### src/hdl/permPipe_consts.svh
`ifndef PERMPIPE_CONSTS_SVH
`define PERMPIPE_CONSTS_SVH

// Number of identical compute lanes
`define LANE_COUNT 4

// Cycles from lane write to lane FIFO write
`define LANE_LATENCY 4

// Results a lane may hold, in flight plus buffered
`define LANE_DEPTH 8
`define LANE_MARGIN 2 // Almost-full headroom

// Origin queue, 32 entries
`define ORIGIN_DEPTH_LOG2 5

// Collector output buffer
`define OUT_DEPTH_LOG2 3

`endif

### src/hdl/permPipePkg.sv
`include "permPipe_consts.svh"

package permPipePkg;

    // Top and bot words share one format
    typedef logic [127:0] word_t;

    typedef logic [47:0] pcoeffSum_t;
    typedef logic [12:0] pcoeffCount_t;

    // Count in the upper 13 bits, sum in the lower 48
    typedef logic [60:0] result_t;

    // One bit per lane, at most one set
    typedef logic [`LANE_COUNT-1:0] laneSel_t;

    // Dispatcher FSM
    typedef enum logic {
        RUN,    // Bots and tops accepted
        TOPWAIT // New top waiting for the lanes to drain
    } dispState_t;

endpackage

### src/hdl/laneIf.sv
`timescale 1ns/1ps

interface laneIf
    import permPipePkg::*;
();

    // Input side
    word_t   bot;
    logic    write;
    logic    almostFull;

    // Output side, first-word-fall-through
    logic    readRequest;
    logic    empty;
    result_t result;

    modport dispatch (
        output bot,
        output write,
        input  almostFull
    );

    modport lane (
        input  bot,
        input  write,
        output almostFull,
        input  readRequest,
        output empty,
        output result
    );

    modport collect (
        output readRequest,
        input  empty,
        input  result
    );

endinterface

### src/hdl/syncFifo.sv
`timescale 1ns/1ps

module syncFifo #(
    parameter int WIDTH      = 8,
    parameter int DEPTH_LOG2 = 3
) (
    input  logic                  clk,
    input  logic                  rst,
    input  logic                  writeEnable,
    input  logic [WIDTH-1:0]      dataIn,
    input  logic                  readEnable,
    output logic [WIDTH-1:0]      dataOut,
    output logic                  empty,
    output logic                  full,
    output logic [DEPTH_LOG2:0]   count
);

    localparam int DEPTH = 1 << DEPTH_LOG2;

    logic [WIDTH-1:0]      mem [DEPTH];
    logic [DEPTH_LOG2-1:0] writePtr;
    logic [DEPTH_LOG2-1:0] readPtr;
    logic                  doWrite;
    logic                  doRead;

    assign doWrite = writeEnable && !full; // Writes into a full FIFO are dropped
    assign doRead  = readEnable && !empty;

    always_ff @(posedge clk) begin
        if (doWrite) begin
            mem[writePtr] <= dataIn;
        end
    end

    always_ff @(posedge clk) begin
        if (rst) begin
            writePtr <= '0;
            readPtr  <= '0;
            count    <= '0;
        end else begin
            if (doWrite) writePtr <= writePtr + 1'b1;
            if (doRead) readPtr <= readPtr + 1'b1;
            if (doWrite && !doRead) begin
                count <= count + 1'b1;
            end else if (doRead && !doWrite) begin
                count <= count - 1'b1;
            end
        end
    end

    // Head word is visible before it is read
    assign dataOut = mem[readPtr];
    assign empty   = (count == 0);
    assign full    = (count == DEPTH);

endmodule

### src/hdl/botDispatcher.sv
`timescale 1ns/1ps
`include "permPipe_consts.svh"

module botDispatcher
    import permPipePkg::*;
(
    input  logic     clk,
    input  logic     rst,
    input  logic     inValid,
    input  word_t    inData,
    input  logic     startNewTop,
    input  logic     idle,
    output logic     inReady,
    output word_t    top,
    output logic     originWrite,
    output laneSel_t originLane,
    laneIf.dispatch  lanes [`LANE_COUNT]
);

    dispState_t state;
    laneSel_t   rrPointer;  // Lane to try first
    laneSel_t   laneFull;
    laneSel_t   target;     // Lane that takes the next bot, zero if none
    logic       topTransfer;
    logic       botTransfer;

    for (genvar i = 0; i < `LANE_COUNT; i++) begin : laneConn
        assign laneFull[i]    = lanes[i].almostFull;
        assign lanes[i].bot   = inData;
        assign lanes[i].write = botTransfer && target[i];
    end

    // First lane at or after the pointer that still has room
    always_comb begin
        laneSel_t candidate;
        target    = '0;
        candidate = rrPointer;
        for (int i = 0; i < `LANE_COUNT; i++) begin
            if (target == '0 && (candidate & ~laneFull) != '0) begin
                target = candidate;
            end
            candidate = {candidate[`LANE_COUNT-2:0], candidate[`LANE_COUNT-1]};
        end
    end

    // A top waits for every outstanding bot to come out
    assign inReady     = (state == RUN) && (startNewTop ? idle : (target != '0));
    assign topTransfer = inValid && inReady && startNewTop;
    assign botTransfer = inValid && inReady && !startNewTop;

    assign originWrite = botTransfer;
    assign originLane  = target;

    always_ff @(posedge clk) begin
        if (rst) begin
            state <= RUN;
        end else begin
            case (state)
                RUN:     if (inValid && startNewTop && !idle) state <= TOPWAIT;
                TOPWAIT: if (idle) state <= RUN;
                default: state <= RUN;
            endcase
        end
    end

    always_ff @(posedge clk) begin
        if (rst) begin
            top       <= '0;
            rrPointer <= laneSel_t'(1); // Lane 0 first
        end else begin
            if (topTransfer) top <= inData;
            if (botTransfer) begin
                rrPointer <= {target[`LANE_COUNT-2:0], target[`LANE_COUNT-1]};
            end
        end
    end

endmodule

### src/hdl/permutationLane.sv
`timescale 1ns/1ps
`include "permPipe_consts.svh"

module permutationLane
    import permPipePkg::*;
(
    input  logic  clk,
    input  logic  rst,
    input  word_t top,
    laneIf.lane   port
);

    localparam int FIFO_LOG2 = $clog2(`LANE_DEPTH);

    word_t andBits;
    word_t xorBits;
    logic  valid0;

    // Per 32-bit quarter
    logic [5:0]  partCount [4];
    logic [16:0] partSum [4];
    logic        valid1;

    pcoeffCount_t countTotal;
    pcoeffSum_t   sumTotal;
    result_t      stageData [2:`LANE_LATENCY-1];
    logic [`LANE_LATENCY-1:2] stageValid;

    logic [FIFO_LOG2:0] credit; // Bots written and not yet read back

    always_ff @(posedge clk) begin
        andBits <= port.bot & top;
        xorBits <= port.bot ^ top;
        for (int q = 0; q < 4; q++) begin
            partCount[q] <= 6'($countones(andBits[q*32 +: 32]));
            partSum[q]   <= {1'b0, xorBits[q*32 +: 16]} + {1'b0, xorBits[q*32+16 +: 16]};
        end
        stageData[2] <= {countTotal, sumTotal};
        for (int k = 3; k < `LANE_LATENCY; k++) begin
            stageData[k] <= stageData[k-1];
        end
    end

    // Final reduction feeds stage 2
    always_comb begin
        countTotal = '0;
        sumTotal   = '0;
        for (int q = 0; q < 4; q++) begin
            countTotal = countTotal + pcoeffCount_t'(partCount[q]);
            sumTotal   = sumTotal + pcoeffSum_t'(partSum[q]);
        end
    end

    always_ff @(posedge clk) begin
        if (rst) begin
            valid0     <= 1'b0;
            valid1     <= 1'b0;
            stageValid <= '0;
        end else begin
            valid0     <= port.write;
            valid1     <= valid0;
            stageValid <= {stageValid[`LANE_LATENCY-2:2], valid1};
        end
    end

    always_ff @(posedge clk) begin
        if (rst) begin
            credit <= '0;
        end else if (port.write && !port.readRequest) begin
            credit <= credit + 1'b1;
        end else if (port.readRequest && !port.write) begin
            credit <= credit - 1'b1;
        end
    end

    // Margin keeps the FIFO from ever filling
    assign port.almostFull = (credit >= (`LANE_DEPTH - `LANE_MARGIN));

    syncFifo #(
        .WIDTH      ($bits(result_t)),
        .DEPTH_LOG2 (FIFO_LOG2)
    ) resultFifo (
        .clk         (clk),
        .rst         (rst),
        .writeEnable (stageValid[`LANE_LATENCY-1]),
        .dataIn      (stageData[`LANE_LATENCY-1]),
        .readEnable  (port.readRequest),
        .dataOut     (port.result),
        .empty       (port.empty),
        .full        (),
        .count       ()
    );

endmodule

### src/hdl/resultCollector.sv
`timescale 1ns/1ps
`include "permPipe_consts.svh"

module resultCollector
    import permPipePkg::*;
(
    input  logic     clk,
    input  logic     rst,
    input  logic     originWrite,
    input  laneSel_t originLane,
    input  logic     outReady,
    output logic     idle,
    output logic     outValid,
    output result_t  outData,
    laneIf.collect   lanes [`LANE_COUNT]
);

    laneSel_t                originHead; // Lane holding the oldest result
    logic                    originEmpty;
    logic [`LANE_COUNT-1:0]  laneEmpty;
    result_t                 laneResult [`LANE_COUNT];
    result_t                 selResult;
    logic                    grab;
    logic                    outEmpty;
    logic                    outFull;

    // Entries never exceed lane count times lane depth
    syncFifo #(
        .WIDTH      (`LANE_COUNT),
        .DEPTH_LOG2 (`ORIGIN_DEPTH_LOG2)
    ) originQueue (
        .clk         (clk),
        .rst         (rst),
        .writeEnable (originWrite),
        .dataIn      (originLane),
        .readEnable  (grab),
        .dataOut     (originHead),
        .empty       (originEmpty),
        .full        (),
        .count       ()
    );

    for (genvar i = 0; i < `LANE_COUNT; i++) begin : laneConn
        assign laneEmpty[i]         = lanes[i].empty;
        assign laneResult[i]        = lanes[i].result;
        assign lanes[i].readRequest = grab && originHead[i];
    end

    // Only the lane named by the origin head may be read
    assign grab = !originEmpty && ((originHead & ~laneEmpty) != '0) && !outFull;

    always_comb begin
        selResult = '0;
        for (int i = 0; i < `LANE_COUNT; i++) begin
            if (originHead[i]) selResult = selResult | laneResult[i];
        end
    end

    syncFifo #(
        .WIDTH      ($bits(result_t)),
        .DEPTH_LOG2 (`OUT_DEPTH_LOG2)
    ) outFifo (
        .clk         (clk),
        .rst         (rst),
        .writeEnable (grab),
        .dataIn      (selResult),
        .readEnable  (outValid && outReady),
        .dataOut     (outData),   // Holds until popped
        .empty       (outEmpty),
        .full        (outFull),
        .count       ()
    );

    assign outValid = !outEmpty;

    // Nothing in flight and nothing buffered in a lane
    assign idle = originEmpty && (&laneEmpty);

endmodule

### src/hdl/permPipeTop.sv
`timescale 1ns/1ps
`include "permPipe_consts.svh"

module permPipeTop
    import permPipePkg::*;
(
    input  logic    clk,
    input  logic    rst,
    input  logic    inValid,
    input  word_t   inData,
    input  logic    startNewTop,
    input  logic    outReady,
    output logic    inReady,
    output logic    outValid,
    output result_t outData
);

    laneIf laneBus [`LANE_COUNT] ();

    word_t    top;          // Broadcast to all lanes
    logic     idle;
    logic     originWrite;
    laneSel_t originLane;

    botDispatcher dispatcher (
        .clk         (clk),
        .rst         (rst),
        .inValid     (inValid),
        .inData      (inData),
        .startNewTop (startNewTop),
        .idle        (idle),
        .inReady     (inReady),
        .top         (top),
        .originWrite (originWrite),
        .originLane  (originLane),
        .lanes       (laneBus)
    );

    // One compute lane per interface
    for (genvar i = 0; i < `LANE_COUNT; i++) begin : laneGen
        permutationLane lane (
            .clk  (clk),
            .rst  (rst),
            .top  (top),
            .port (laneBus[i])
        );
    end

    resultCollector collector (
        .clk         (clk),
        .rst         (rst),
        .originWrite (originWrite),
        .originLane  (originLane),
        .outReady    (outReady),
        .idle        (idle),
        .outValid    (outValid),
        .outData     (outData),
        .lanes       (laneBus)
    );

endmodule

### config.mk
export PLATFORM = sky130hd
export DESIGN_NAME = permPipeTop
export DESIGN_NICKNAME = d
export VERILOG_FILES = /design/src/hdl/permPipePkg.sv /design/src/hdl/laneIf.sv /design/src/hdl/syncFifo.sv /design/src/hdl/botDispatcher.sv /design/src/hdl/permutationLane.sv /design/src/hdl/resultCollector.sv /design/src/hdl/permPipeTop.sv
export VERILOG_INCLUDE_DIRS = /design/src /design/src/hdl
export SDC_FILE = /design/constraint.sdc
export NUM_CORES = 2
export LEC_CHECK = 0
export BUFFER_PORTS_ARGS = -buffer_cell sky130_fd_sc_hd__buf_4
export CORE_ASPECT_RATIO = 1.1
export CORE_MARGIN = 2
export CORE_UTILIZATION = 63
export CTS_CLUSTER_SIZE = 25
export DETAILED_ROUTE_END_ITERATION = 8
export GPL_ROUTABILITY_DRIVEN = 0
export GPL_TIMING_DRIVEN = 0
export HOLD_SLACK_MARGIN = 0.12
export PLACE_DENSITY = 0.8
export SLEW_MARGIN = 30
export SYNTH_ARGS = -nofsm -noshare
export SYNTH_HDL_FRONTEND = slang
export SYNTH_SLANG_ARGS = --single-unit
### constraint.sdc
create_clock -name clk -period 13.05 [get_ports clk]
set_clock_uncertainty 0.15 [all_clocks]
set_input_delay 2.61 -clock clk [delete_from_list [all_inputs] [get_ports clk]]
set_output_delay 2.61 -clock clk [all_outputs]
set_load 0.01 [all_outputs]
==> impl_results.md <==
- Total negative slack: 0 ns
- Final worst path period need: a little over 6 ns
- Final hold violations: 0
- CTS max path bufs: 3
- Average vias per placed instance: a little over 6
- Io pins: 196
- Multi-input logic area: about 25000 um^2
- WL final: approximately 180 mm
- Arrival time worst endpoint: 3.36 ns
- Hold endpoint: laneGen[1].lane.stageData[1][79]
- Simple-Gate Fraction of Synth Area: 4.74%
- Main flop type after synthesis: edfxtp_1
- Post-synthesis to final-layout area growth: 13.8%
- Power per cell area: about 230 nW/um^2
- Layout Nets: roughly 6000
- FP Rows: 133
- Syn Area/Cell: around 16 um^2
- Root buffer cell: clkbuf_16
- H-tree depth: 4
- Iteration-0 DRC Markers: approximately 4400
- Clock share of power: between 20% and 30%
- ANT nets after route: 0
- Placed Cells: between 6000 and 7000
- Mux share of post-synthesis cell area: approximately 11%
- Critical Path Sink Type: output pin
- Hold_sp: laneGen[1].lane.stageData[1][18]
- Pre-CTS WS: approximately 6.7 ns
- Setup bufs post-CTS: 0
- FF-to-FF path depth: 18
- First-pass GRT wire length: 263 mm
- Hold Crit Depth: 0
- Slew Viols, Final: 0
- Pleak: roughly 0.032 uW
- Sequential cell area: ~49000 um^2
- Cts repair resizes: 0
- Routed len/inst: 25.2 um
- Part of the power in registers: approximately two fifths
- Die width: ~330 um
- Switching power: between 6000 and 7000 uW
- Compound-cell area share of the yosys netlist: around 4%
- R2R Setup Slk: between 8 and 9 ns
- Final setup viols: 0
- Max VDD drop: ~0.00028 V
- Largest family of logic cells by synthesized area: multiplexers
- Die Ht: ~370 um
- Core Region: 119000 um^2
- Critical path data required time: 10.29 ns
- Pwr Total: a little under 20000 uW
- R2R Path End: collector.originQueue.count[5]
- Top cell type by total area after synthesis: edfxtp_1
- Vias in the first global route: around 44000
- Initial antenna violation count: 10
- Layout Cells excl Fill: roughly 7000
- Period utilization: a little under half
- Synthesized-area fraction occupied by adder cells: between 10% and 20%
- Fill cells: 7029
- Post-Syn Area: ~76000 um^2
- Xor and xnor area share after synthesis: roughly 1.8%
- Outcome: finished clean
- Final Worst Setup Slack: 6.93 ns
- Max Cap Violations: 0
- Share of cells above drive strength 1: 19.5%
- Seq cells post-synth: around 1900
- Syn Inst Count: about 4800
- Slew headroom: between 20% and 30%
- Clk sinks: roughly 1900
- Cts hold-fix bufs: 0
- Top post-synthesis cells by area: edfxtp_1, dfxtp_1, mux4_2
- GRT Util Overall: between 20 and 30%
- Top achievable clock speed: roughly 160 MHz
- Final Util: 72.2%
- Least-Margin Pin Slew: around 1.1 ns
- CP Launch Type: flip-flop
- Number of remaining DRC errors: 0
- Clk_lat worst skew: roughly 0.8 ns
- CTS tree: done
- Post-synth EDFFs: roughly 1200
- Starting density of the core: 63.4%
- Top cell type's share of synthesized area: 47.9%
- DIE AREA: approximately 120000 um^2
- RSZ-0062 raised after global routing: false
- Drt pass-1 iters: 6
- Sw Share: approximately a third
- Reg clk slew, reported paths: about 0.06 ns
- Synth Warn #: 0
- Comb power frac: 33.0%
- Int Power: about 13000 uW
- Async SR Flop Fraction: 0%
- Largest net degree at the start of global routing: 33
- Worst setup path category: reg2out
- Number of port buffers: 161
- Hold Crit Class: reg2reg
- Crit path max fanout: 7
- Total gr overflow: 0
- Clock buffer count from CTS: 173
- Post-DP HPWL: around 120 mm
- Routed via count: between 40000 and 50000
- Seq/Total Area, Yosys: approximately two thirds
- Synth unique cells: 65
## synth_stat cells (109+ instances only)
library cell and n:
mux2i_1 128, ha_1 381, nor2_1 165, edfxtp_1 1208, mux4_2 310, a21oi_1 246, xnor2_1 109, nand2_1 348
dfxtp_1 653, fa_1 145, clkbuf_1 119, inv_1 320
## critical path: stages (launching register included)
cell and delay [ns]:
dfxtp_1 0.41, a21oi_1 0.17, a22oi_1 0.33, and3_1 0.21, buf_2 0.17, nand3_1 0.10
a21boi_1 0.40, o31ai_1 0.17, a21o_1 0.20, a21oi_1 0.23, buf_4 0.17
## cell usage in the layout, fill, tap and decap left out, types with 19 or more instances in the layout
cell type / count
a21o_1: 29
a21oi_1: 246
and3_1: 48
buf_1: 22
buf_2: 30
buf_4: 269
clkbuf_1: 140
clkbuf_16: 175
clkbuf_2: 25
clkbuf_8: 19
clkinv_1: 20
clkinv_2: 26
conb_1: 34
dfxtp_1: 626
dfxtp_2: 27
edfxtp_1: 1208
fa_1: 145
ha_1: 381
inv_1: 318
mux2_2: 29
mux2i_1: 128
mux4_2: 310
nand2_1: 348
nand2b_1: 30
nand3_1: 29
nor2_1: 146
nor2_4: 19
nor2b_1: 29
nor3_1: 35
o21ai_0: 56
o22ai_1: 56
or2_2: 34
or3_1: 27
xnor2_1: 109
xor2_1: 44
## worst max-delay path by stage
stage / from / endpoint / slack (ns) / cells after the start
after floorplan: startNewTop / inReady / 7.32 / 2
after global placement: flip-flop / collector.outFifo.mem[1][13] / 4.54 / 8
after detailed placement: startNewTop / collector.originQueue.count[5] / 6.68 / 17
after CTS: flip-flop / outData[6] / 6.53 / 5
after global routing: laneGen[3].lane.credit[1] / inReady / 6.74 / 10
final: laneGen[3].lane.credit[1] / inReady / 6.93 / 10
## metal layers
metal | share of wire (%) | global-route usage [%] | wire length [um] | vias to the layer above
li1 | - | - | - | 18684
met5 | 0.043 | 0 | 76 | -
met1 | 35 | 34.3 | 62300 | 21109
met4 | 5.9 | 16.0 | 10500 | 12
met3 | 7.3 | 5.02 | 12800 | 478
met2 | 51 | 50.5 | 90600 | 2062
## registers in the layout, indices dropped and copies added, names as in the netlist, 6 cells and up, named ones only
register	cells
laneGen.lane.resultFifo.mem	864
collector.outFifo.mem	216
collector.originQueue.mem	128
dispatcher.top	128
laneGen.lane.andBits	128
laneGen.lane.xorBits	128
laneGen.lane.partSum	68
laneGen.lane.stageData	54
laneGen.lane.partCount	24
laneGen.lane.credit	16
laneGen.lane.resultFifo.count	16
laneGen.lane.resultFifo.readPtr	12
laneGen.lane.resultFifo.writePtr	12
laneGen.lane.stageValid	8
collector.originQueue.count	6
## power by group through the flow
stage	Clock (uW)	Combinational, uW	Sequential [uW]
3_3_place_gp	0	6160	8160
6_report	5010	6450	8100
4_1_cts	5050	6430	8090
2_1_floorplan	0	4560	7860
3_5_place_dp	0	6360	8200
5_1_grt	5260	7080	8160
## kinds of logic (layout without fill, tap and decap cells)
family / after synthesis / after routing
simple gates: 790 / 790
mux: 467 / 467
other cells: 1 / 36
xor+xnor: 153 / 153
fa+ha+maj: 526 / 526
compound gates: 500 / 500
flops: 1861 / 1861
buf+inv: 520 / 1110
## cell type report
type | instances | share of cell area (%)
Clock buffer | 236 | 5.57
Tap cell | 1552 | 2.25
Buffer | 200 | 1.13
Inverter | 320 | 1.39
Clock inverter | 81 | 1.00
Antenna cell | 2 | 0.00581
Multi-Input combinational cell | 2470 | 28.5
Sequential cell | 1861 | 57.3
Timing Repair Buffer | 273 | 2.78
## through the flow
step	hold slack, ns	cell area, um^2
2_1_floorplan	0.160	75800
3_3_place_gp	0.161	79000
3_5_place_dp	0.162	80400
4_1_cts	0.174	86100
5_1_grt	0.182	86100
6_report	0.172	86100
Note: power is estimated with default switching activity, not from simulation.
